==> src/hw/cpu_cfg.svh <==
`ifndef CPU_CFG_SVH
`define CPU_CFG_SVH

`define CPU_DATA_W    16
`define CPU_ADDR_W    8
`define CPU_MEM_DEPTH 256
`define CPU_NREGS     8
`define CPU_REG_W     3

// instruction fields as msb:lsb
`define CPU_F_OPC     15:13
`define CPU_F_OP      12:11
`define CPU_F_RN      10:8
`define CPU_F_RD      7:5
`define CPU_F_SHIFT   4:3
`define CPU_F_RM      2:0
`define CPU_F_IMM8    7:0
`define CPU_F_IMM5    4:0
`define CPU_IMM8_W    8
`define CPU_IMM5_W    5

`endif
==> src/hw/unified_ram.sv <==
`timescale 1ns/1ps
`default_nettype none
`include "cpu_cfg.svh"

module unified_ram (
    input  wire logic                   clk,
    input  wire logic                   rst_n,
    input  wire logic [`CPU_ADDR_W-1:0] addr,
    input  wire logic [`CPU_DATA_W-1:0] wdata,
    input  wire logic                   we,
    input  wire logic                   prog_we,
    input  wire logic [`CPU_ADDR_W-1:0] prog_addr,
    input  wire logic [`CPU_DATA_W-1:0] prog_data,
    output logic      [`CPU_DATA_W-1:0] rdata
);

    logic [`CPU_DATA_W-1:0] mem [`CPU_MEM_DEPTH];
    logic                   wr_en;
    logic [`CPU_ADDR_W-1:0] wr_addr;
    logic [`CPU_DATA_W-1:0] wr_data;

    // loader owns the write port while in reset
    assign wr_en   = rst_n ? we    : prog_we;
    assign wr_addr = rst_n ? addr  : prog_addr;
    assign wr_data = rst_n ? wdata : prog_data;

    always_ff @(posedge clk)
    begin
        if (wr_en)
            mem[wr_addr] <= wr_data;
        rdata <= mem[addr];  // one cycle read latency
    end

    a_prog_only_in_reset: assert property (@(posedge clk) rst_n |-> !prog_we);

endmodule

`default_nettype wire

==> config.mk <==
export PLATFORM = sky130hd
export DESIGN_NAME = unified_ram
export DESIGN_NICKNAME = d
export VERILOG_FILES = /design/src/hw/unified_ram.sv
export VERILOG_INCLUDE_DIRS = /design/src /design/src/hw
export SDC_FILE = /design/constraint.sdc
export NUM_CORES = 2
export LEC_CHECK = 0
export ABC_CLOCK_PERIOD_IN_PS = 5000
export BUFFER_PORTS_ARGS = -buffer_cell sky130_fd_sc_hd__buf_2
export CORE_MARGIN = 2
export CORE_UTILIZATION = 50
export DETAILED_ROUTE_END_ITERATION = 8
export HOLD_SLACK_MARGIN = 0.1
export PLACE_DENSITY = 0.65
export SETUP_SLACK_MARGIN = 0.1
export SLEW_MARGIN = 20
export SYNTH_ARGS = -nofsm -noshare
export SYNTH_HDL_FRONTEND = slang
export SYNTH_SLANG_ARGS = --single-unit
==> constraint.sdc <==
create_clock -name clk -period 5 [get_ports clk]
set_clock_uncertainty 0.2 [all_clocks]
set_input_delay 0.5 -clock clk [delete_from_list [all_inputs] [get_ports clk]]
set_output_delay 0.5 -clock clk [all_outputs]
set_load 0.02 [all_outputs]
==> metrics.txt <==
status=finished, final reports clean; top cells by area, synth=edfxtp_1, mux4_2, mux2i_1; core area=about 320,000 um^2; initial antenna violation count=20; Avg Inst Size Synth=between 20 and 25 um^2; Setup Buffers After CTS=0; setup violators final=0; post-synth cell types=57; Vias per Instance=around 6.4; die height=568 um; PD cells=400 nW/um^2; final worst path period need=between 4 and 5 ns; Max IR drop VDD=0.330 mV; largest net degree at the start of global routing=140; Max FO, Critical Path=22; post-synthesis sequential area ratio=0.775; CTS H-Tree Depth=5; Initial Util=0.501; Pre-antenna DRT Iters=6; Synth Warn #=0; beginning of the worst hold path=prog_addr[1]; Crit path arrival time=5.10 ns; Fmax=224 MHz; Hold Crit Class=in -> reg; GRT Total Usage=0.263; fraction of layout cells with a size suffix above 1=0.257; global-route wire length before repair=603,000 um; # clock sinks=4,112; vias in the first global route=79.6k; Max Slew Vio Count=0; TritonCTS Buffers=402; # IOs=68; Post-Syn Nets=7,449; top cell type by total area after synthesis=edfxtp_1; CTS tree=done; WP data required=5.63 ns; startpoint types=primary input; remaining antenna violation count=0; clock root buffer=clkbuf_16; input/output buffers=67; R2R setup slack=1.27 ns; residual DRC count=0; Die W=568 um; total gr overflow=0; CP endpoint kind=flip-flop; Hold Path Sink=mem[225][12]; capturing point of the worst reg2reg path=rdata[5]; clock slew at reported path FFs=~0.060 ns; site row count=slightly above 200; Worst Reg-to-Reg Cells=6; P_leak=57.5 nW; Die ar.=323,000 um^2; CTS Hold Buffers Added=1; Post-synth EDFFs=4,096; Max Root-Sink Buffers=4; Async S/R FF share, synth=0; DR iter-0 viols=11.6k; Final GP Congestion=0.894; Synth top area share=0.773; worst hold margin=0.200 ns; RSZ-0062 raised after global routing=false; Cell Area, Synth=159,000 um^2; crit share post-route=0.894; Slew @ Worst Pin=approximately 1.3 ns; Layout area overhead=13.3%; cts repair resizes=0; DR WL/cell=34.1 um; Max-Cap Viols=0; kind of critical path=in -> reg; Clock Latency Late Sink=approximately 1 ns; Hold Crit Depth=4; flops & latches, synth=around 4k; FF-to-FF Start=mem[219][5]; final WL=about 430,000 um; Syn Inst Count=between 7k and 8k; Rel. slew slack=0.116; final hold violations=0; HPWL after DPL=around 260,000 um; TNS Setup=0 ns; ys flop type=edfxtp_1; Final nets=8,071; via count of the routed design=roughly 81k
## cell type report
class / instances / area (um^2)
well taps: 4180 / 5230
flip-flops and latches: 4112 / 123000
clock inverters: 256 / 2500
multi-input cells: 2832 / 33100
inverters: 8 / 37.5
fillers: 23000 / 137000
diodes: 7 / 17.5
repair buffers: 663 / 5730
clock buffers: 489 / 10400
## cells in the mapped netlist (all sizes together), types with 2 or more instances
cell / count
dfxtp: 16
edfxtp: 4096
nor2: 298
a221oi: 54
o2111ai: 16
mux4: 807
a211oi: 11
nand3: 38
a22oi: 13
inv: 8
a21oi: 170
or2: 3
o31ai: 2
and3: 2
o32ai: 15
or3: 22
a31oi: 2
clkbuf: 181
nand4: 15
nand2b: 10
nor4: 46
nor3: 99
o21ai: 54
dlygate4sd1: 2
a32o: 3
a22o: 61
mux2: 44
o22ai: 115
o221ai: 231
nor2b: 4
nand3b: 2
nand2: 158
buf: 261
and2: 5
mux2i: 526
## cells in the final DEF, fill, tap and decap left out, types with 25 or more instances in the layout
cell,Yosys,layout
nand3_1,38,29
buf_4,40,525
nor2_1,298,278
clkinv_2,0,88
o221ai_1,229,229
nor4_1,28,25
mux2i_1,526,526
clkbuf_1,176,86
o21ai_0,41,41
mux4_2,798,798
clkinv_1,0,90
a22o_1,61,61
a21oi_1,170,168
bufinv_16,0,33
mux2_2,44,28
edfxtp_1,4096,4096
nand2_1,158,158
a221oi_1,54,54
nor3_1,96,86
o22ai_1,115,115
buf_2,81,62
clkbuf_16,0,402
buf_12,28,69
## critical path, stage by stage
cell	delay, ns
dlygate4sd3_1	0.63
buf_4	0.28
buf_4	0.29
nand2_1	0.58
buf_4	0.32
nor3_1	0.08
nor4_1	1.11
nand4_1	0.79
nor4_2	0.47
## kinds of logic (layout without fill, tap and decap cells)
kind of cell	after synthesis	in the layout	synth area share
other	0	7	0
AOI/OAI and AO/OA	752	752	0.0342
muxes	1377	1377	0.151
and+or+nand+nor	703	703	0.0202
buffers and inverters	453	1416	0.0198
DFF	4112	4112	0.775
## sequential cells by signal, indices dropped and copies added (netlist names)
signal / flops
rdata: 16
mem: 4096
## how the worst max path moves through the flow
stage	depth (start not counted)	endpoint	startpoint	slack, ns
5_1_grt	9	rdata[5]	addr[3]	0.62
4_1_cts	9	rdata[5]	addr[3]	0.84
3_3_place_gp	9	rdata[9]	addr[1]	0.10
2_1_floorplan	4	mem[0][10]	rst_n	0.90
3_5_place_dp	8	rdata[5]	addr[1]	0.06
6_report	9	rdata[5]	addr[3]	0.53
## stage by stage
step / cells / util / total power (W) / setup WS, ns / cell area, um^2
after floorplan: 7397 / - / 0.0414 / 0.896 / 159000
after global placement: 11800 / 0.527 / 0.0431 / 0.104 / 167000
after detailed placement: 11800 / 0.527 / 0.0432 / 0.0592 / 167000
after CTS: 12500 / 0.568 / 0.0725 / 0.835 / 180000
after global routing: 12500 / 0.568 / 0.0740 / 0.623 / 180000
final: 12500 / 0.568 / 0.0722 / 0.531 / 180000
## per-layer routing
| metal | global-route usage | up-vias | wire length [um] |
|---|---|---|---|
| li1 | - | 32600 | - |
| met1 | 0.366 | 42800 | 164000 |
| met2 | 0.415 | 4419 | 204000 |
| met3 | 0.0514 | 750 | 42000 |
| met4 | 0.0971 | 6 | 18300 |
| met5 | 0 | - | 38 |
## where the power goes
| group | total, W | internal (W) | switching (W) |
|---|---|---|---|
| registers | 0.0384 | 0.0383 | 0.000107 |
| logic | 0.00411 | 0.00129 | 0.00283 |
| clock network | 0.0297 | 0.0166 | 0.0130 |
Power figures use the tool's default switching activity.
