File: src/hw/cpu_cfg.svh
`ifndef CPU_CFG_SVH
`define CPU_CFG_SVH

`define CPU_DATA_W    16
`define CPU_ADDR_W    8
`define CPU_MEM_DEPTH 256
`define CPU_NREGS     8
`define CPU_REG_W     3

// instruction fields as msb:lsb
`define CPU_F_OPC     15:13
`define CPU_F_OP      12:11
`define CPU_F_RN      10:8
`define CPU_F_RD      7:5
`define CPU_F_SHIFT   4:3
`define CPU_F_RM      2:0
`define CPU_F_IMM8    7:0
`define CPU_F_IMM5    4:0
`define CPU_IMM8_W    8
`define CPU_IMM5_W    5

`endif
File: src/hw/cpu_pkg.sv
`default_nettype none
`include "cpu_cfg.svh"

package cpu_pkg;

    typedef enum logic [2:0] {
        OPC_LDR  = 3'b011,
        OPC_STR  = 3'b100,
        OPC_ALU  = 3'b101,
        OPC_MOV  = 3'b110,
        OPC_HALT = 3'b111
    } opcode_e;

    // mov immediate reuses the and code, mov register the add code
    typedef enum logic [1:0] {
        ALU_ADD = 2'b00,
        ALU_CMP = 2'b01,
        ALU_AND = 2'b10,
        ALU_MVN = 2'b11
    } alu_op_e;

    typedef enum logic [1:0] {
        SH_NONE = 2'b00,
        SH_LSL  = 2'b01,
        SH_LSR  = 2'b10,
        SH_ASR  = 2'b11
    } shift_e;

    typedef enum logic [4:0] {
        start, pc_load, pc_next, fetch_wait, ir_load, decode, write_back,
        read_a, read_b, exec, addr_load, data_sel, data_wait, load_sel,
        str_read_b, str_exec, mem_write, write_wait, halt
    } ctrl_state_e;

    typedef enum logic [1:0] {
        SEL_RM = 2'b00,
        SEL_RD = 2'b01,
        SEL_RN = 2'b10
    } reg_sel_e;

    typedef enum logic [1:0] {
        WB_C    = 2'b00,
        WB_IMM8 = 2'b01,
        WB_MEM  = 2'b10
    } wb_sel_e;

    typedef struct packed {
        opcode_e                opcode;
        alu_op_e                op;
        shift_e                 shift;
        logic [`CPU_REG_W-1:0]  rn;
        logic [`CPU_REG_W-1:0]  rd;
        logic [`CPU_REG_W-1:0]  rm;
        logic [`CPU_DATA_W-1:0] sximm8;
        logic [`CPU_DATA_W-1:0] sximm5;
    } instr_t;

    typedef struct packed {
        reg_sel_e reg_sel;
        wb_sel_e  wb_sel;
        logic     reg_we;
        logic     a_en;
        logic     b_en;
        logic     c_en;
        logic     status_en;
        logic     a_zero_sel;
        logic     b_imm_sel;
        logic     ir_load;
        logic     pc_load;
        logic     pc_restart;
        logic     addr_load;
        logic     data_addr_sel;  // 1 puts the data address on the bus
        logic     mem_we;
    } ctrl_t;

    typedef struct packed {
        logic n;
        logic v;
        logic z;
    } flags_t;

endpackage

`default_nettype wire

File: src/hw/fetch_unit.sv
`timescale 1ns/1ps
`default_nettype none
`include "cpu_cfg.svh"

module fetch_unit (
    input  wire logic                   clk,
    input  wire logic                   rst_n,
    input  wire cpu_pkg::ctrl_t         ctrl,
    input  wire logic [`CPU_ADDR_W-1:0] start_pc,
    input  wire logic [`CPU_DATA_W-1:0] mem_rdata,
    input  wire logic [`CPU_DATA_W-1:0] c_value,
    output logic      [`CPU_ADDR_W-1:0] mem_addr,
    output cpu_pkg::instr_t             instr
);
    import cpu_pkg::*;

    logic [`CPU_ADDR_W-1:0] pc;
    logic [`CPU_ADDR_W-1:0] pc_nxt;
    logic [`CPU_DATA_W-1:0] ir;
    logic [`CPU_ADDR_W-1:0] data_addr;

    assign pc_nxt   = ctrl.pc_restart ? start_pc : pc + 1'b1;
    assign mem_addr = ctrl.data_addr_sel ? data_addr : pc;

    always_ff @(posedge clk)
    begin
        if (!rst_n)
        begin
            pc <= '0;
            ir <= '0;
        end
        else
        begin
            if (ctrl.pc_load)
                pc <= pc_nxt;
            if (ctrl.ir_load)
                ir <= mem_rdata;
        end
    end

    always_ff @(posedge clk)
    begin
        if (ctrl.addr_load)
            data_addr <= c_value[`CPU_ADDR_W-1:0];  // low byte of rn + imm5
    end

    always_comb
    begin
        instr.opcode = opcode_e'(ir[`CPU_F_OPC]);
        instr.op     = alu_op_e'(ir[`CPU_F_OP]);
        instr.shift  = shift_e'(ir[`CPU_F_SHIFT]);
        instr.rn     = ir[`CPU_F_RN];
        instr.rd     = ir[`CPU_F_RD];
        instr.rm     = ir[`CPU_F_RM];
        instr.sximm8 = {{(`CPU_DATA_W - `CPU_IMM8_W){ir[`CPU_IMM8_W-1]}}, ir[`CPU_F_IMM8]};
        instr.sximm5 = {{(`CPU_DATA_W - `CPU_IMM5_W){ir[`CPU_IMM5_W-1]}}, ir[`CPU_F_IMM5]};
    end

endmodule

`default_nettype wire

File: config.mk
export PLATFORM = sky130hd
export DESIGN_NAME = fetch_unit
export DESIGN_NICKNAME = d
export VERILOG_FILES = /design/src/hw/cpu_pkg.sv /design/src/hw/fetch_unit.sv
export VERILOG_INCLUDE_DIRS = /design/src /design/src/hw
export SDC_FILE = /design/constraint.sdc
export NUM_CORES = 1
export LEC_CHECK = 0
export BUFFER_PORTS_ARGS = -buffer_cell sky130_fd_sc_hd__buf_2
export CAP_MARGIN = 20
export CORE_MARGIN = 8
export CORE_UTILIZATION = 30
export CTS_BUF_LIST = sky130_fd_sc_hd__clkbuf_8
export DETAILED_ROUTE_END_ITERATION = 10
export PLACE_DENSITY = 0.71
export RECOVER_POWER = 100
export SYNTH_ARGS = -nofsm -noshare
export SYNTH_HDL_FRONTEND = slang
export SYNTH_SLANG_ARGS = --single-unit
File: constraint.sdc
create_clock -name clk -period 1.8 [get_ports clk]
set_input_delay 0.09 -clock clk [delete_from_list [all_inputs] [get_ports clk]]
set_output_delay 0.09 -clock clk [all_outputs]
set_load 0.1 [all_outputs]
==> parameters.txt <==
Parameter                              Value

Status
  Result of the run ... completed

Placement
  Port-buffer cells ... 94
  Pre-CTS WS ... 0.377 ns
  Placed Cells incl. Taps ... 291
  Total cell area at the placement stage ... 0.00198 sq mm
  Placer Congestion ... 0.726
  Placed wire-length estimate ... approximately 3000 um

Clock network
  Clock Tree Root ... clkbuf_8
  Setup bufs post-CTS ... 0
  Clock tree sinks ... 32
  H-tree Lvls ... 2
  TritonCTS clock tree ... done
  Clock Latency Late Sink ... 0.27 ns
  Longest Clk Path Bufs ... 2
  Post-CTS clock slew at the launch and capture registers of the worst setup and hold paths ... 0.06 ns
  Number of buffers created by CTS ... 5

Route
  Iteration-0 DRC Markers ... 14
  Routed length per placed instance ... approximately 13 um
  Drt first pass iters ... 4
  Aggregate routed wire length ... slightly below 4000 um
  Number of remaining DRC errors ... 0
  Remaining antenna violation count ... 0
  Avg Vias per Cell ... between 4 and 5
  Routed vias ... 1374

Yosys
  Part of the Yosys area used for sequential elements ... 0.428
  Synthesis warning total ... 0
  Post-synth net total ... 225
  Synth Area per Inst ... 10.2 sq um
  Synth top area cells ... dfxtp_1, buf_4, edfxtp_1, mux2i_1, nor2b_1
  Number of synthesized flops with an enable pin ... 8
  Number of instances in the synthesized netlist ... 165
  Predominant post-synthesis flop cell ... dfxtp_1
  Async SR Flop Fraction ... 0
  Cell taking the most area after synthesis ... dfxtp_1
  Syn Std Cell Area ... 0.00168 sq mm
  Area share of the leading cell type in the synthesized netlist ... 0.285
  Synthesized flop and latch total ... 32
  Count of distinct cell types in the synthesized netlist ... 36

Final layout
  Fraction of final layout cells with drive strength greater than 1 ... 0.460
  Post-layout instance count excluding filler cells ... 307
  Most frequent standard cell in the layout excluding fill and tap cells ... clkbuf_2
  Final standard cell area without fillers ... between 0.002 and 0.0025 sq mm
  Commonest cells after routing, fill and taps aside ... clkbuf_2, buf_2, dfxtp_1
  Relative area change from synthesis to final layout ... 28.2%
  Ant. Diodes ... 0
  Final net count ... 294

Worst setup path
  Count of buffer and inverter cells on the critical path ... 1
  Slowest cell on the critical path ... dfxtp_1
  Worst Path Arrival ... 1.39 ns
  Type of the worst setup path ... reg -> out
  Kind of end point of the critical path ... output pin
  Required @ worst endpoint ... 1.71 ns
  Longest individual stage delay on the worst path ... 0.58 ns
  Critical-path maximum fanout ... 15
  Family with the most delay on the worst path ... flip-flops
  Cell breakdown of the critical path ... clkbuf_2
  Type of origin of the critical path ... flip-flop

GRT
  Global routing met1 resource utilization ... 0.0857
  GR met2 Demand/Resource ... 0.156
  Wire length of the first global-routing pass ... 6520 um
  Largest net degree at the start of global routing ... 19
  Highest-utilization routing layer at the global route stage ... met2
  Global route overflow ... 0
  GR met3 Demand/Resource ... 0.0781
  Antenna violations before repair ... 0
  All-Layer GR Usage ... 0.0945
  Vias in the first global route ... 1429

Flow run
  Number of max-cap violations ... 0

Timing
  Ratio of final minimum period to clock period ... 0.825
  Final Critical Period ... 1.48 ns
  Number of hold-slack violations in the final timing report ... 0
  Maximum achievable frequency ... 674 MHz
  Setup violations, final ... 0
  Slew at the pin closest to its max-slew limit ... roughly 1.1 ns
  Slack of the critical path ... 0.316 ns
  Max-slew headroom at the worst pin ... 0.275
  Post-Route Skew ... 0.00353 ns
  Setup TNS ... 0 ns
  Setup repair after global routing missed its margin ... no
  Number of pins exceeding their max-slew limit in the final report ... 0

Die
  Row count ... 27
  Core region area ... 0.00547 sq mm
  Width of the chip ... 90.9 um
  Effective utilization at floorplan ... 0.308
  Total die area ... just over 0.008 sq mm
  Chip Height ... roughly 91 um
  I/O pin cnt ... 115

Power and ir drop
  Power density normalized to cell area ... between 1000 and 1500 mW/mm^2
  Leak ... between 0.001 and 0.0015 uW
  Worst IR drop on VDD ... 540 uV
  Total chip power ... 2320 uW

Min path
  Type of the tightest min-delay check ... in -> reg
==> kinds of logic (layout without fill, tap and decap cells) <==
logic type	Yosys count	count (layout)	share of synthesized area
AND/OR/NAND/NOR	42	42	0.148
multiplexers	24	24	0.147
AO/OA/AOI/OAI	22	22	0.0966
buffers and inverters	44	114	0.173
flip-flops	32	32	0.428
adder cells (fa/ha/maj)	1	1	0.00743
==> metrics by stage <==
| stage | util | hold slack (ns) |
|---|---|---|
| 2_1_floorplan | - | 0.189 |
| 3_3_place_gp | 0.362 | 0.266 |
| 3_5_place_dp | 0.362 | 0.269 |
| 4_1_cts | 0.396 | 0.0622 |
| 5_1_grt | 0.394 | 0.0634 |
| 6_report | 0.394 | 0.0731 |
==> report_power, final <==
part	leakage, uW	switching (uW)	internal [uW]
logic	0.000719	694	152
registers	0.000276	37.2	786
clock network	0.0000532	245	403
total	0.00105	975	1340
==> final cells by class <==
cell class,count,area (sq um)
multi-input cells,89,674
inverters,3,11.3
fillers,568,3310
repair buffers,103,556
well taps,72,90.1
clock buffers,5,68.8
flip-flops and latches,32,721
clock inverters,3,37.5
==> cell usage after synthesis, drive strengths merged (2+ instances only) <==
master / number
nor2b: 18
inv: 3
nand3: 3
edfxtp: 8
clkbuf: 6
and2: 2
mux2i: 18
o21ai: 8
buf: 35
o211a: 3
o211ai: 2
dfxtp: 24
nand2: 9
mux2: 6
and3: 2
==> flip-flops by register name (all words and copies together), names as in the netlist <==
name       flops
ir            16
data_addr      8
pc             8
==> path summary, 6_finish.rpt <==
check	endpoint	from	depth (start not counted)	slack, ns
setup / recovery	instr[42]	ir[4]	1	0.32
setup reg to reg	pc[6]	pc[0]	4	0.37
hold reg to reg	ir[10]	ir[10]	2	0.51
hold / removal	ir[10]	mem_rdata[10]	3	0.07
==> worst register-to-register path, cell delays in order, from the launching register on <==
cell and delay [ns]:
dfxtp_1 0.43, ha_1 0.24, nand4_1 0.16, o211a_1 0.24, o31a_1 0.26
==> layer usage <==
layer / routed length, um / part of all wire
met5: 0 / 0
met4: 17 / 0.0044
met3: 660 / 0.17
met2: 1810 / 0.47
met1: 1390 / 0.36
==> timing repair <==
action,CTS,global route
gates resized for setup,0,0
hold buffers,8,0
endpoints found under the hold margin,8,0
setup endpoints to repair,0,0
Power figures use the tool's default switching activity.
