==> config.mk <==
export PLATFORM = sky130hd
export DESIGN_NAME = cpu_controller
export DESIGN_NICKNAME = d
export VERILOG_FILES = /design/src/hw/cpu_pkg.sv /design/src/hw/cpu_controller.sv
export VERILOG_INCLUDE_DIRS = /design/src /design/src/hw
export SDC_FILE = /design/constraint.sdc
export NUM_CORES = 1
export LEC_CHECK = 0
export BUFFER_PORTS_ARGS = -buffer_cell sky130_fd_sc_hd__buf_2
export CAP_MARGIN = 0
export CORE_ASPECT_RATIO = 1.2
export CORE_MARGIN = 2
export CORE_UTILIZATION = 40
export DETAILED_ROUTE_END_ITERATION = 6
export PLACE_DENSITY = 0.95
export SYNTH_ARGS = -nofsm -noshare
export SYNTH_HDL_FRONTEND = slang
export SYNTH_SLANG_ARGS = --single-unit
==> constraint.sdc <==
create_clock -name clk -period 3.8 [get_ports clk]
set_input_delay 0.38 -clock clk [delete_from_list [all_inputs] [get_ports clk]]
set_output_delay 0.38 -clock clk [all_outputs]
set_load 0.005 [all_outputs]
==> src/hw/cpu_cfg.svh <==
`ifndef CPU_CFG_SVH
`define CPU_CFG_SVH

`define CPU_DATA_W    16
`define CPU_ADDR_W    8
`define CPU_MEM_DEPTH 256
`define CPU_NREGS     8
`define CPU_REG_W     3

// instruction fields as msb:lsb
`define CPU_F_OPC     15:13
`define CPU_F_OP      12:11
`define CPU_F_RN      10:8
`define CPU_F_RD      7:5
`define CPU_F_SHIFT   4:3
`define CPU_F_RM      2:0
`define CPU_F_IMM8    7:0
`define CPU_F_IMM5    4:0
`define CPU_IMM8_W    8
`define CPU_IMM5_W    5

`endif
==> src/hw/cpu_pkg.sv <==
`default_nettype none
`include "cpu_cfg.svh"

package cpu_pkg;

    typedef enum logic [2:0] {
        OPC_LDR  = 3'b011,
        OPC_STR  = 3'b100,
        OPC_ALU  = 3'b101,
        OPC_MOV  = 3'b110,
        OPC_HALT = 3'b111
    } opcode_e;

    // mov immediate reuses the and code, mov register the add code
    typedef enum logic [1:0] {
        ALU_ADD = 2'b00,
        ALU_CMP = 2'b01,
        ALU_AND = 2'b10,
        ALU_MVN = 2'b11
    } alu_op_e;

    typedef enum logic [1:0] {
        SH_NONE = 2'b00,
        SH_LSL  = 2'b01,
        SH_LSR  = 2'b10,
        SH_ASR  = 2'b11
    } shift_e;

    typedef enum logic [4:0] {
        start, pc_load, pc_next, fetch_wait, ir_load, decode, write_back,
        read_a, read_b, exec, addr_load, data_sel, data_wait, load_sel,
        str_read_b, str_exec, mem_write, write_wait, halt
    } ctrl_state_e;

    typedef enum logic [1:0] {
        SEL_RM = 2'b00,
        SEL_RD = 2'b01,
        SEL_RN = 2'b10
    } reg_sel_e;

    typedef enum logic [1:0] {
        WB_C    = 2'b00,
        WB_IMM8 = 2'b01,
        WB_MEM  = 2'b10
    } wb_sel_e;

    typedef struct packed {
        opcode_e                opcode;
        alu_op_e                op;
        shift_e                 shift;
        logic [`CPU_REG_W-1:0]  rn;
        logic [`CPU_REG_W-1:0]  rd;
        logic [`CPU_REG_W-1:0]  rm;
        logic [`CPU_DATA_W-1:0] sximm8;
        logic [`CPU_DATA_W-1:0] sximm5;
    } instr_t;

    typedef struct packed {
        reg_sel_e reg_sel;
        wb_sel_e  wb_sel;
        logic     reg_we;
        logic     a_en;
        logic     b_en;
        logic     c_en;
        logic     status_en;
        logic     a_zero_sel;
        logic     b_imm_sel;
        logic     ir_load;
        logic     pc_load;
        logic     pc_restart;
        logic     addr_load;
        logic     data_addr_sel;  // 1 puts the data address on the bus
        logic     mem_we;
    } ctrl_t;

    typedef struct packed {
        logic n;
        logic v;
        logic z;
    } flags_t;

endpackage

`default_nettype wire

==> src/hw/cpu_controller.sv <==
`timescale 1ns/1ps
`default_nettype none
`include "cpu_cfg.svh"

module cpu_controller (
    input  wire logic            clk,
    input  wire logic            rst_n,
    input  wire cpu_pkg::instr_t instr,
    output cpu_pkg::ctrl_t       ctrl,
    output logic                 halted
);
    import cpu_pkg::*;

    ctrl_state_e state;
    ctrl_state_e state_nxt;
    logic        mov_imm;
    logic        is_mem;
    logic        is_cmp;

    assign mov_imm = (instr.op == ALU_AND);  // shares the and code
    assign is_mem  = (instr.opcode == OPC_LDR) || (instr.opcode == OPC_STR);
    assign is_cmp  = (instr.opcode == OPC_ALU) && (instr.op == ALU_CMP);
    assign halted  = (state == halt);

    always_ff @(posedge clk)
    begin
        if (!rst_n)
            state <= start;
        else
            state <= state_nxt;
    end

    always_comb
    begin
        state_nxt = halt;
        case (state)
            start:      state_nxt = pc_load;
            pc_load:    state_nxt = fetch_wait;
            pc_next:    state_nxt = fetch_wait;
            fetch_wait: state_nxt = ir_load;
            ir_load:    state_nxt = decode;
            decode:
            begin
                case (instr.opcode)
                    OPC_MOV: state_nxt = mov_imm ? write_back : read_b;
                    OPC_ALU: state_nxt = (instr.op == ALU_MVN) ? read_b : read_a;
                    OPC_LDR: state_nxt = read_a;
                    OPC_STR: state_nxt = read_a;
                    default: state_nxt = halt;  // halt and undefined codes
                endcase
            end
            write_back: state_nxt = pc_next;
            read_a:     state_nxt = is_mem ? exec : read_b;
            read_b:     state_nxt = exec;
            exec:
            begin
                if (is_mem)
                    state_nxt = addr_load;
                else if (is_cmp)
                    state_nxt = pc_next;  // nothing to write back
                else
                    state_nxt = write_back;
            end
            addr_load:  state_nxt = data_sel;
            data_sel:   state_nxt = data_wait;
            data_wait:  state_nxt = (instr.opcode == OPC_LDR) ? load_sel : str_read_b;
            load_sel:   state_nxt = write_back;
            str_read_b: state_nxt = str_exec;
            str_exec:   state_nxt = mem_write;
            mem_write:  state_nxt = write_wait;
            write_wait: state_nxt = pc_next;
            default:    state_nxt = halt;  // held until reset
        endcase
    end

    always_comb
    begin
        ctrl = '0;
        case (state)
            start:   ctrl.pc_restart = 1'b1;
            pc_load:
            begin
                ctrl.pc_load    = 1'b1;
                ctrl.pc_restart = 1'b1;
            end
            pc_next: ctrl.pc_load = 1'b1;
            ir_load: ctrl.ir_load = 1'b1;
            write_back:
            begin
                ctrl.reg_we  = 1'b1;
                ctrl.reg_sel = SEL_RD;
                if (instr.opcode == OPC_LDR)
                begin
                    ctrl.wb_sel        = WB_MEM;
                    ctrl.data_addr_sel = 1'b1;
                end
                else if (instr.opcode == OPC_MOV && mov_imm)
                begin
                    ctrl.reg_sel = SEL_RN;
                    ctrl.wb_sel  = WB_IMM8;
                end
            end
            read_a:
            begin
                ctrl.reg_sel = SEL_RN;
                ctrl.a_en    = 1'b1;
            end
            read_b:  ctrl.b_en = 1'b1;  // rm
            exec:
            begin
                ctrl.c_en       = 1'b1;
                ctrl.status_en  = 1'b1;
                ctrl.a_zero_sel = (instr.opcode == OPC_MOV);
                ctrl.b_imm_sel  = is_mem;  // rn + imm5
            end
            addr_load: ctrl.addr_load = 1'b1;
            data_sel, data_wait, load_sel: ctrl.data_addr_sel = 1'b1;
            str_read_b:
            begin
                ctrl.reg_sel = SEL_RD;
                ctrl.b_en    = 1'b1;
            end
            str_exec:
            begin
                ctrl.c_en       = 1'b1;
                ctrl.status_en  = 1'b1;
                ctrl.a_zero_sel = 1'b1;
            end
            mem_write:
            begin
                ctrl.mem_we        = 1'b1;
                ctrl.data_addr_sel = 1'b1;
            end
            default: ctrl = '0;
        endcase
    end

    // the store value must have reached C the cycle before the write
    a_mem_we_only_in_write: assert property (@(posedge clk) disable iff (!rst_n)
        ctrl.mem_we |-> (state == mem_write) && $past(ctrl.c_en));

    a_state_legal: assert property (@(posedge clk) disable iff (!rst_n)
        state inside {start, pc_load, pc_next, fetch_wait, ir_load, decode,
                      write_back, read_a, read_b, exec, addr_load, data_sel,
                      data_wait, load_sel, str_read_b, str_exec, mem_write,
                      write_wait, halt});

endmodule

`default_nettype wire

==> impl_metrics.py <==
metrics = {
    "finish": {
        "drive_gt1_share_pct": 23.13,
        "area_growth_pct": 13.06,
        "mostFrequentLayoutCell": "buf_2",
        "largest-register": "state",
        "final_cell_mix": "24 x buf_2, 14 x nand2_1, 12 x nor2_1",
        "largest_register_ffs": 5,
        "fillerInstances": 170,
        "num_antenna_cells": 0,
        "top_regs": "state: 5 flops",
        "fin_nets": 185,
    },
    "logic_synthesis": {
        "synth_area_leaders": "dfxtp_1 13%, nand2_1 6.9%, nor2_1 6.0%",
        "netlist.area_leader.share_pct": 13.22,
        "ys.flop_type": "dfxtp_1",
        "synth-seq-cells": 5,
        "syn_inst": 117,
        "yosysSeqAreaShare_pct": 13.22,
        "synthArstFlopShare_pct": 0,
        "syn_area_sq_um": 757.0,
        "syn_nets": 167,
        "syn_area_per_cell_sq_um": 6.470,
        "ys.warnings.count": 0,
        "yosys.area.top_type": "dfxtp_1",
        "yosys.cell_types.count": 42,
        "synth-edff-count": 0,
    },
    "route": {
        "drt-total-wl_mm": 2.042,
        "first_pass_iters": 4,
        "first_iter_violations": 37,
        "post_drt_wl_per_cell_um": 13.35,
        "vias_per_cell": 6.163,
        "drc": 0,
        "via_count": 943,
        "final_antenna_net_count": 0,
    },
    "floorplanning": {
        "io_pins": 68,
        "die-area_sq_mm": 0.002258,
        "core_area_sq_mm": 0.001808,
        "rows": 17,
        "initial_core_util_pct": 41.87,
        "die_width_um": 43.71,
        "die_y_um": 51.66,
    },
    "worst_hold_path": {
        "min_path_type": "in -> reg",
        "hold-path-cell-count": 3,
        "holdCritStartpoint": "rst_n",
    },
    "setup_path": {
        "crit_fanout": 23,
        "path_cells": "nand2_1 > nor3_1 > a21oi_1 > o32ai_1 > buf_2",
        "cp.required_ns": 3.42,
        "cp.arrival_ns": 1.92,
        "crit_type": "reg -> out",
        "crit_slowest_cell": "dfxtp_1",
        "reg2reg_depth": 3,
        "timing.rr.start": "state[1]$_SDFF_PN0_",
        "end_kind": "primary output",
        "startpoint_type": "flop",
        "cpPeakStageDelay_ns": 0.81,
        "critPathLaunch": "state[1]$_SDFF_PN0_",
    },
    "grt": {
        "antenna_found_initial": 0,
        "grt_overflow": 0,
        "grt_pass1_vias": 755,
        "grt_pass1_wl_mm": 3.180,
        "grt_usage_pct": 17.96,
        "grt_max_degree": 24,
    },
    "sta": {
        "slew_headroom_pct": 48.63,
        "min_period_ns": 2.304,
        "tightestPinTransition_ns": 0.7694,
        "hold_ws_ns": 0.4173,
        "rsz0062_at_grt": "no",
        "finalSetupViolCount": 0,
        "post-route-period-util_pct": 60.62,
        "fmax_mhz": 434.1,
        "final-hold-violation-count": 0,
        "slew_viol_final": 0,
        "finalSetupTns_ns": 0,
        "skew_ns": 0.001172,
    },
    "cts": {
        "insertion_delay_ns": 0.24,
        "clockRootBuffer": "clkbuf_4",
        "cts_tree": "built",
        "h-tree-depth": 1,
        "cts_resized": 0,
        "postCtsHoldBufs": 0,
        "ctsLongestPathBuffers": 2,
        "post-cts-setup-buffers": 0,
        "cts_buffers": 3,
        "clk_pin_slew_ns": 0.04,
        "clock_sinks": 5,
    },
    "power": {
        "ir_worst_vdd_mv": 0.3160,
        "power.density_mw_per_mm2": 590.8,
        "p_leak_nw": 0.3980,
    },
    "flow_run": {
        "drv_cap": 0,
    },
    "place": {
        "portBuffers": 24,
        "dp.final_hpwl_mm": 1.504,
        "place_congestion": 0.8502,
    },
    "status": {
        "run_status": "complete, no violations",
    },
}
[Yosys cell counts (2+ instances only)]
cell type	instances
a21boi_0	2
a21oi_1	8
a31oi_1	3
and3_1	4
and3b_1	2
buf_2	5
buf_4	2
buf_6	2
dfxtp_1	5
inv_1	5
nand2_1	14
nand2b_1	5
nand3_1	2
nor2_1	12
nor2b_1	4
nor3_1	5
nor3b_1	2
nor4_1	2
o21ai_0	8
o21ai_1	2
o22ai_1	2
[critical path: cells and delay by family (launching register included)]
| kind | cells | cell delay, ns |
|---|---|---|
| AOI/OAI and AO/OA | 2 | 0.31 |
| buffers and inverters | 1 | 0.16 |
| DFF | 1 | 0.81 |
| and+or+nand+nor | 2 | 0.40 |
[cells by family (layout without fill, tap and decap cells)]
| family | Yosys count | in the layout | share of synthesized area, % |
|---|---|---|---|
| xor gates and xnor gates | 1 | 1 | 1.157 |
| and+or+nand+nor | 59 | 59 | 42.64 |
| muxes | 1 | 1 | 1.487 |
| buffers and inverters | 16 | 33 | 11.90 |
| DFF | 5 | 5 | 13.22 |
| AOI/OAI and AO/OA | 35 | 35 | 29.59 |
[cell type report]
class | instances | area, sq um | area share (%)
Tap cell | 19 | 23.77 | 2.778
Timing Repair Buffer | 24 | 120.1 | 14.04
Inverter | 5 | 18.77 | 2.193
Multi-Input combinational cell | 96 | 566.8 | 66.23
Sequential cell | 5 | 100.1 | 11.70
Clock buffer | 4 | 26.28 | 3.070
[path summary, 6_finish.rpt]
kind	slack (ns)	to
hold / removal	0.42	state[4]$_SDFF_PN0_
hold reg to reg	0.73	state[4]$_SDFF_PN0_
setup / recovery	1.50	ctrl[1]
setup reg to reg	2.03	state[2]$_SDFF_PN0_
[through the flow]
stage | power, W | setup slack, ns | cell area (sq um) | util [%] | cells
CTS | 0.0005011 | 1.532 | 855.8 | 47.34 | 153
global route | 0.0005519 | 1.380 | 855.8 | 47.34 | 153
finish | 0.0005057 | 1.496 | 855.8 | 47.34 | 153
global placement | 0.0004240 | 1.846 | 829.5 | 45.88 | 149
detailed placement | 0.0004368 | 1.788 | 829.5 | 45.88 | 149
floorplan | 0.0003826 | 2.255 | 757.0 | - | 117
[per-layer routing]
metal / wire [um] / track usage, % / vias to the layer above
met5: 0 / 0 / -
met4: 0 / 2.525 / 0
met3: 125 / 4.514 / 0
met2: 1070 / 31.86 / 43
met1: 846 / 21.94 / 445
li1: - / - / 455
[report_power, final]
| part | switching, W | internal (W) | leakage, nW | total (W) |
|---|---|---|---|---|
| combinational | 0.000151 | 0.000136 | 0.342 | 0.000286 |
| sequential | 0.0000862 | 0.0000714 | 0.0411 | 0.000158 |
| clock | 0.0000220 | 0.0000397 | 0.0150 | 0.0000617 |
(Power assumes the default switching activity.)
