`src/hw/cpu_cfg.svh`:
```
`ifndef CPU_CFG_SVH
`define CPU_CFG_SVH

`define CPU_DATA_W    16
`define CPU_ADDR_W    8
`define CPU_MEM_DEPTH 256
`define CPU_NREGS     8
`define CPU_REG_W     3

// instruction fields as msb:lsb
`define CPU_F_OPC     15:13
`define CPU_F_OP      12:11
`define CPU_F_RN      10:8
`define CPU_F_RD      7:5
`define CPU_F_SHIFT   4:3
`define CPU_F_RM      2:0
`define CPU_F_IMM8    7:0
`define CPU_F_IMM5    4:0
`define CPU_IMM8_W    8
`define CPU_IMM5_W    5

`endif
```
`src/hw/cpu_pkg.sv`:
```
`default_nettype none
`include "cpu_cfg.svh"

package cpu_pkg;

    typedef enum logic [2:0] {
        OPC_LDR  = 3'b011,
        OPC_STR  = 3'b100,
        OPC_ALU  = 3'b101,
        OPC_MOV  = 3'b110,
        OPC_HALT = 3'b111
    } opcode_e;

    // mov immediate reuses the and code, mov register the add code
    typedef enum logic [1:0] {
        ALU_ADD = 2'b00,
        ALU_CMP = 2'b01,
        ALU_AND = 2'b10,
        ALU_MVN = 2'b11
    } alu_op_e;

    typedef enum logic [1:0] {
        SH_NONE = 2'b00,
        SH_LSL  = 2'b01,
        SH_LSR  = 2'b10,
        SH_ASR  = 2'b11
    } shift_e;

    typedef enum logic [4:0] {
        start, pc_load, pc_next, fetch_wait, ir_load, decode, write_back,
        read_a, read_b, exec, addr_load, data_sel, data_wait, load_sel,
        str_read_b, str_exec, mem_write, write_wait, halt
    } ctrl_state_e;

    typedef enum logic [1:0] {
        SEL_RM = 2'b00,
        SEL_RD = 2'b01,
        SEL_RN = 2'b10
    } reg_sel_e;

    typedef enum logic [1:0] {
        WB_C    = 2'b00,
        WB_IMM8 = 2'b01,
        WB_MEM  = 2'b10
    } wb_sel_e;

    typedef struct packed {
        opcode_e                opcode;
        alu_op_e                op;
        shift_e                 shift;
        logic [`CPU_REG_W-1:0]  rn;
        logic [`CPU_REG_W-1:0]  rd;
        logic [`CPU_REG_W-1:0]  rm;
        logic [`CPU_DATA_W-1:0] sximm8;
        logic [`CPU_DATA_W-1:0] sximm5;
    } instr_t;

    typedef struct packed {
        reg_sel_e reg_sel;
        wb_sel_e  wb_sel;
        logic     reg_we;
        logic     a_en;
        logic     b_en;
        logic     c_en;
        logic     status_en;
        logic     a_zero_sel;
        logic     b_imm_sel;
        logic     ir_load;
        logic     pc_load;
        logic     pc_restart;
        logic     addr_load;
        logic     data_addr_sel;  // 1 puts the data address on the bus
        logic     mem_we;
    } ctrl_t;

    typedef struct packed {
        logic n;
        logic v;
        logic z;
    } flags_t;

endpackage

`default_nettype wire

```
`src/hw/datapath.sv`:
```
`timescale 1ns/1ps
`default_nettype none
`include "cpu_cfg.svh"

module datapath (
    input  wire logic                   clk,
    input  wire cpu_pkg::ctrl_t         ctrl,
    input  wire cpu_pkg::instr_t        instr,
    input  wire logic [`CPU_DATA_W-1:0] mem_rdata,
    output logic      [`CPU_DATA_W-1:0] out,
    output cpu_pkg::flags_t             flags,
    output logic      [`CPU_DATA_W-1:0] mem_wdata
);
    import cpu_pkg::*;

    logic [`CPU_DATA_W-1:0] regs [`CPU_NREGS];
    logic [`CPU_REG_W-1:0]  reg_idx;
    logic [`CPU_DATA_W-1:0] rd_data;
    logic [`CPU_DATA_W-1:0] wb_data;
    logic [`CPU_DATA_W-1:0] a_reg;
    logic [`CPU_DATA_W-1:0] b_reg;
    logic [`CPU_DATA_W-1:0] c_reg;
    logic [`CPU_DATA_W-1:0] a_val;
    logic [`CPU_DATA_W-1:0] alu_result;
    flags_t                 alu_flags;
    flags_t                 status;

    // one index serves both read and write
    always_comb
    begin
        case (ctrl.reg_sel)
            SEL_RD:  reg_idx = instr.rd;
            SEL_RN:  reg_idx = instr.rn;
            default: reg_idx = instr.rm;
        endcase
    end

    always_comb
    begin
        case (ctrl.wb_sel)
            WB_IMM8: wb_data = instr.sximm8;
            WB_MEM:  wb_data = mem_rdata;
            default: wb_data = c_reg;
        endcase
    end

    assign rd_data = regs[reg_idx];

    always_ff @(posedge clk)
    begin
        if (ctrl.reg_we)
            regs[reg_idx] <= wb_data;
        if (ctrl.a_en)
            a_reg <= rd_data;
        if (ctrl.b_en)
            b_reg <= rd_data;
        if (ctrl.c_en)
            c_reg <= alu_result;
        if (ctrl.status_en)
            status <= alu_flags;
    end

    assign a_val = ctrl.a_zero_sel ? '0 : a_reg;

    alu_shifter u_alu (
        .b_in    (b_reg),
        .a_val   (a_val),
        .imm5    (instr.sximm5),
        .use_imm (ctrl.b_imm_sel),
        .shift   (instr.shift),
        .op      (instr.op),
        .opcode  (instr.opcode),
        .result  (alu_result),
        .flags   (alu_flags)
    );

    assign out       = c_reg;
    assign mem_wdata = c_reg;  // store data comes through C
    assign flags     = status;

    // write-back reads C, so both in one cycle would use a stale value
    a_no_wb_with_c_load: assert property (@(posedge clk) !(ctrl.reg_we && ctrl.c_en));

endmodule

`default_nettype wire

```
`src/hw/alu_shifter.sv`:
```
`timescale 1ns/1ps
`default_nettype none
`include "cpu_cfg.svh"

module alu_shifter (
    input  wire logic [`CPU_DATA_W-1:0] b_in,
    input  wire logic [`CPU_DATA_W-1:0] a_val,
    input  wire logic [`CPU_DATA_W-1:0] imm5,
    input  wire logic                   use_imm,
    input  wire cpu_pkg::shift_e        shift,
    input  wire cpu_pkg::alu_op_e       op,
    input  wire cpu_pkg::opcode_e       opcode,
    output logic      [`CPU_DATA_W-1:0] result,
    output cpu_pkg::flags_t             flags
);
    import cpu_pkg::*;

    localparam int W = `CPU_DATA_W;

    logic [W-1:0] shifted;
    logic [W-1:0] operand_b;
    logic [W-1:0] diff;
    logic         overflow;
    alu_op_e      eff_op;

    always_comb
    begin
        shifted = b_in;
        if (opcode != OPC_STR)  // store value passes unshifted
        begin
            case (shift)
                SH_LSL:  shifted = {b_in[W-2:0], 1'b0};
                SH_LSR:  shifted = {1'b0, b_in[W-1:1]};
                SH_ASR:  shifted = {b_in[W-1], b_in[W-1:1]};
                default: shifted = b_in;
            endcase
        end
    end

    assign operand_b = use_imm ? imm5 : shifted;
    assign eff_op    = (opcode == OPC_ALU) ? op : ALU_ADD;  // mov and mem ops add
    assign diff      = a_val - operand_b;
    assign overflow  = (a_val[W-1] ^ operand_b[W-1]) & (diff[W-1] ^ a_val[W-1]);

    always_comb
    begin
        flags = '0;
        case (eff_op)
            ALU_CMP:
            begin
                result = diff;
                if (diff == '0)
                    flags.z = 1'b1;
                else if (overflow)
                    flags.v = 1'b1;
                else if (diff[W-1])
                    flags.n = 1'b1;
            end
            ALU_AND: result = a_val & operand_b;
            ALU_MVN: result = ~operand_b;
            default: result = a_val + operand_b;
        endcase
    end

endmodule

`default_nettype wire

```
`config.mk`:
```
export PLATFORM = sky130hd
export DESIGN_NAME = datapath
export DESIGN_NICKNAME = d
export VERILOG_FILES = /design/src/hw/cpu_pkg.sv /design/src/hw/datapath.sv /design/src/hw/alu_shifter.sv
export VERILOG_INCLUDE_DIRS = /design/src /design/src/hw
export SDC_FILE = /design/constraint.sdc
export NUM_CORES = 1
export LEC_CHECK = 0
export BUFFER_PORTS_ARGS = -buffer_cell sky130_fd_sc_hd__buf_2
export CAP_MARGIN = 20
export CORE_MARGIN = 5
export CORE_UTILIZATION = 25
export CTS_CLUSTER_SIZE = 16
export DETAILED_ROUTE_END_ITERATION = 8
export HOLD_SLACK_MARGIN = 0.12
export PLACE_DENSITY_LB_ADDON = 0.2
export SYNTH_ARGS = -nofsm -noshare
export SYNTH_HDL_FRONTEND = slang
export SYNTH_SLANG_ARGS = --single-unit
```
`constraint.sdc`:
```
create_clock -name clk -period 6.3 [get_ports clk]
set_input_delay 1.26 -clock clk [delete_from_list [all_inputs] [get_ports clk]]
set_output_delay 1.26 -clock clk [all_outputs]
set_load 0.02 [all_outputs]
```
==> metrics.txt, run 1 <==
Max IR drop VDD=between 0.15 and 0.2 mV; CP endpoint kind=register; Final Cycle Share=a little under nine tenths; via/cell ratio=~4.7; I/O Pins=about 120; area of the die=0.0436 mm2; CTS buffer count=17; clk sinks=179; commonest non-fill, non-tap cells in the layout=edfxtp_1 (179), buf_2 (110), nand2_1 (65); ys async rst share=0%; CP bufs+invs=2; Total GRT Usage=about an eighth; Final ANT Viol Nets=0; busiest grt layer=met2; post_cts resized=0; Cell Rows=72; Setup WS pre-CTS=515 ps; fmax=186 MHz; sequential fraction of the synthesis area=between 50 and 60%; commonest non-fill, non-tap cell in the layout=edfxtp_1; status=finished clean; Slew Viols, Final=0; Tmin final=between 5000 and 6000 ps; vias in the first global route=roughly 6700; routability-driven placement congestion ratio=around 0.81; CP Cell Sequence=buf_2, or3b_2, and2_1, a221oi_1, nor2_1, a21oi_1, inv_1, ha_1, nor2_1, a211o_1, a21o_4, a221oi_4, o21ai_1, a211oi_1, nor2_1, and3_1; Slowest-stage cell, CP=or3b_2; worst path required time=6480 ps; mapped cell area=roughly 0.0099 mm2; max_cap viols=0; max reg flops=128; Worst Hold Class=reg -> reg; XOR/XNOR share of the synthesized area=around 1.6%; Clock Skews=around 19 ps; DIE HEIGHT=209 um; total grt overflow=0; Worst-Margin Slew=977 ps; final hold vios=0; DP Area=0.0109 mm2; min setup slack post-route=between 900 and 1000 ps; GR Util met3=1.83%; clock root buffer=clkbuf_16; Adder-Cell Fraction of Synth Area=5.09%; antenna cells=0; initial antenna violation count=0; WL final=about 27000 um; Hold Crit Start=regs[6][2]$_DFFE_PP_; maximum buffer depth of the clock tree=2; syn nets=914; H-tree lvl count=4; initial core utilization=25.4%; Mapped Cells=~790; compound-cell area share of the yosys netlist=roughly 14%; Worst EP arrival=~5500 ps; post-synth cell types=between 70 and 80; #FFs+latches synth=between 150 and 200; share of cells above drive strength 1=roughly 26%; Post-CTS Setup Inserts=0; chip width=209 um; Port Buffers=110; WL/cell=around 20 um; number of synthesized flops with an enable pin=between 150 and 200; Design Area, Final=roughly 0.011 mm2; crit start category=primary input; Max transition margin=roughly 34%; CP startpoint=instr[45]; P&R area growth vs syn=16.1%; Crit Path Class=in -> reg; cts hold-fix bufs=0; RR Startpoint=b_reg[7]$_DFFE_PP_; dominant synthesized flop cell=edfxtp_1; first-pass GRT wire length=roughly 42000 um; Vias=~6700; CP top delay family=compound AO/OA/AOI/OAI gates; Worst path max stage delay=approximately 560 ps; Reg with most FFs=regs; CTS tree=yes; setup violators final=0; Simple-Gate Fraction of Synth Area=under 10%; P per Cell Area=~300 mW/mm2; HPWL Detailed=roughly 20000 um; worst-path maximum fanout=13; clock-pin slew on the worst setup and hold paths=70 ps; nets@finish=between 900 and 1000; Setup TNS=0 ps; Residual DRC=0; RSZ-0062 raised after global routing=false; main combinational cell family by area after synthesis=compound AO/OA/AOI/OAI gates; met1 usage=between 10% and 20%; routing usage on met2=roughly a fifth; First-pass DRT Iterations=5; Yosys Warn Count=0; crit-path most repeated cell=nor2_1; Core Region=approximately 0.04 mm2; Syn Area/Cell=12.5 um2; largest net degree at the start of global routing=35; mux cell area share after synthesis=under 10%; Initial DRC Count=440; P_leak=a little over 0.004 uW; Worst-Skew Late Latency=about 430 ps
==> layout make-up <==
cell class / count / area [um2]
Sequential cell: 179 / 5380
Inverter: 36 / 135
Clock buffer: 17 / 425
Timing Repair Buffer: 123 / 648
Fill cell: 4020 / 27400
Clock inverter: 15 / 173
Multi-Input combinational cell: 516 / 4070
Tap cell: 518 / 648
==> metal layers <==
metal	part of all wire (%)	wire length [um]	vias up
met5	0	0	-
met3	4.1	1120	21
met4	1.0	274	0
met2	47	12800	179
met1	48	13200	3278
li1	-	-	3186
==> power by group <==
part           internal [uW]  switching, uW
Sequential              1460           68.3
Combinational            317            525
Clock                    597            461
Total                   2370           1050
==> worst paths after layout <==
kind	end	cells past startpoint	slack (ps)
max	flags[0]$_SDFFCE_PN0P_	16	940
min reg2reg	a_reg[2]$_DFFE_PP_	2	790
max reg2reg	flags[0]$_SDFFCE_PN0P_	15	2230
min	a_reg[2]$_DFFE_PP_	2	790
==> cells by family after synthesis <==
| group | count (synthesis) |
|---|---|
| buf+inv | 98 |
| xor+xnor | 18 |
| fa+ha+maj | 39 |
| mux | 53 |
| flops | 179 |
| simple gates | 194 |
| compound gates | 212 |
==> cell usage after synthesis (18+ instances only) <==
| master | count | area [um2] |
|---|---|---|
| a21oi_1 | 45 | 225 |
| a22oi_1 | 26 | 195 |
| clkbuf_1 | 31 | 116 |
| edfxtp_1 | 179 | 5380 |
| ha_1 | 37 | 463 |
| inv_1 | 35 | 131 |
| mux4_2 | 32 | 721 |
| nand2_1 | 65 | 244 |
| nand2b_1 | 18 | 113 |
| nor2_1 | 34 | 128 |
| o21ai_0 | 56 | 280 |
==> stage by stage <==
step / utilization (%) / hold WS, ps / power (uW) / cells
2_1_floorplan: - / 708 / 2140 / 793
3_3_place_gp: 27.9 / 767 / 2400 / 1372
3_5_place_dp: 27.9 / 775 / 2400 / 1372
4_1_cts: 29.5 / 793 / 3470 / 1404
5_1_grt: 29.5 / 798 / 3610 / 1404
6_report: 29.5 / 791 / 3430 / 1404
==> worst register-to-register path, cell delays in order (launching register included) <==
cell	delay, ps
edfxtp_1	480
nand3_1	130
a21oi_1	70
a221oi_1	220
nor2_1	60
a21oi_1	230
inv_1	80
ha_1	510
nor2_1	120
a211o_1	340
a21o_4	250
a221oi_4	400
o21ai_1	200
a211oi_1	450
nor2_1	100
and3_1	180
No activity file was read; power rests on OpenSTA's default activity.
==> run 2: changes to the inputs <==
Settings changed: CORE_ASPECT_RATIO set to 0.6.
==> metrics.txt, run 2 (synthesis gave the netlist of run 1 again) <==
status=finished clean; I/O Pins=117; CTS tree=yes; largest net degree at the start of global routing=35; initial antenna violation count=0; via/cell ratio=4.86; clock root buffer=clkbuf_16; H-tree lvl count=4; worst-path maximum fanout=16; Worst-Skew Late Latency=roughly 440 ps; max_cap viols=0; share of cells above drive strength 1=~27%; reg-to-reg slack, setup=roughly 2200 ps; DIE HEIGHT=approximately 160 um; Final ANT Viol Nets=0; Residual DRC=0; Clock Skews=about 11 ps; clk sinks=about 180; Slew Viols, Final=0; fmax=between 150 and 200 MHz; first-pass GRT wire length=44600 um; Vias=6912; RR Startpoint=b_reg[1]$_DFFE_PP_; Worst path max stage delay=roughly 480 ps; cts hold-fix bufs=0; Slowest-stage cell, CP=or3b_2; Worst Hold Class=reg -> reg; area of the die=roughly 0.044 mm2; initial core utilization=25.3%; clock-pin slew on the worst setup and hold paths=70 ps; capturing point of the worst reg2reg path=flags[0]$_SDFFCE_PN0P_; CP Cell Sequence=buf_2, or3b_2, buf_4, o21ai_0, a22oi_1, o21ai_0, ha_1, nor2_1, o311a_1, o41a_1, a221oi_4, o21ai_1, a211oi_1, nor2_1, and3_1; crit start category=primary input; Tmin final=around 5400 ps; hold_ws=around 780 ps; WL/cell=approximately 22 um; CP endpoint kind=register; Setup TNS=0 ps; routability-driven placement congestion ratio=0.869; setup violators final=0; chip width=267 um; P&R area growth vs syn=16.8%; Core Region=~0.039 mm2; CTS buffer count=17; total power=~3400 uW; maximum buffer depth of the clock tree=2; WL final=a little over 30000 um; antenna cells=0; post_cts resized=0; Final Cycle Share=between 80% and 90%; final hold vios=0; total grt overflow=0; Crit Path Class=in -> reg; Reg with most FFs=regs; Total GRT Usage=13.9%; Hold EP=a_reg[7]$_DFFE_PP_; Hold Crit Start=regs[7][7]$_DFFE_PP_; Worst EP arrival=around 5500 ps; hold path depth=2; worst path required time=between 6000 and 7000 ps; nets@finish=approximately 1000; Cell Rows=56; Max transition margin=between 30% and 40%; RSZ-0062 raised after global routing=false; Initial DRC Count=612; Post-CTS Setup Inserts=0; DP Area=~0.011 mm2; Inst Count DP=1389; Worst-Margin Slew=about 990 ps; Port Buffers=110; HPWL Detailed=22700 um; commonest non-fill, non-tap cells in the layout=edfxtp_1 (179), buf_2 (110), nand2_1 (65); Max IR drop VDD=between 0.2 and 0.25 mV; commonest non-fill, non-tap cell in the layout=edfxtp_1; max reg flops=approximately 130; count of non-filler cells in the finished layout=1422; cells on worst reg2reg path=13; P_leak=around 0.0042 uW; P per Cell Area=~290 mW/mm2; vias in the first global route=between 6000 and 7000; Design Area, Final=0.0115 mm2; First-pass DRT Iterations=6
-- run 2: cell count changes in the layout (fill, tap and decap cells not counted), sizes merged --
cell      previous run  this run
clkinvlp             1         2
buf                123       136
clkinv               5         8
clkbuf              17        19
inv                 43        39
bufinv               2         1
-- run 2: through the flow --
stage | setup slack (ps) | util, %
6_report | 950 | 29.6
5_1_grt | 700 | 29.6
4_1_cts | 1030 | 29.6
3_5_place_dp | 562 | 28.2
3_3_place_gp | 615 | 28.2
2_1_floorplan | 1280 | -
-- run 2: final cells by class --
type                            instances  area [um2]
Sequential cell                       179        5380
Multi-Input combinational cell        516        4090
Clock inverter                         14         111
Clock buffer                           18         429
Timing Repair Buffer                  137         753
Inverter                               36         135
Fill cell                            3969       27500
Tap cell                              522         653
-- run 2: critical path, delay by kind of cell --
| family | cells | cell delay (ps) |
|---|---|---|
| buffers and inverters | 2 | 340 |
| adder cells (fa/ha/maj) | 1 | 370 |
| AO/OA/AOI/OAI | 8 | 2710 |
| AND/OR/NAND/NOR | 4 | 850 |
-- run 2: worst max path at each step --
stage / from / to / slack [ps] / cells after the start
3_5_place_dp: instr[45] / flags[0]$_SDFFCE_PN0P_ / 560 / 16
3_3_place_gp: instr[45] / flags[0]$_SDFFCE_PN0P_ / 620 / 16
6_report: instr[45] / flags[0]$_SDFFCE_PN0P_ / 950 / 15
4_1_cts: instr[45] / flags[0]$_SDFFCE_PN0P_ / 1030 / 16
5_1_grt: instr[45] / flags[0]$_SDFFCE_PN0P_ / 700 / 16
2_1_floorplan: instr[45] / flags[0]$_SDFFCE_PN0P_ / 1280 / 15
-- run 2: where the power goes --
part	internal, uW	switching [uW]
logic	332	561
registers	1460	50.6
clock network	541	458
total	2330	1070
-- run 2: routing by layer --
| metal | part of all wire [%] | wire length (um) | up-vias | global-route usage, % |
|---|---|---|---|---|
| li1 | - | - | 3220 | - |
| met1 | 52 | 15900 | 3437 | 22.1 |
| met2 | 41 | 12400 | 232 | 19.0 |
| met3 | 6.5 | 1990 | 23 | 3.52 |
| met4 | 0.92 | 281 | 0 | 2.35 |
| met5 | 0 | 0 | - | 0 |
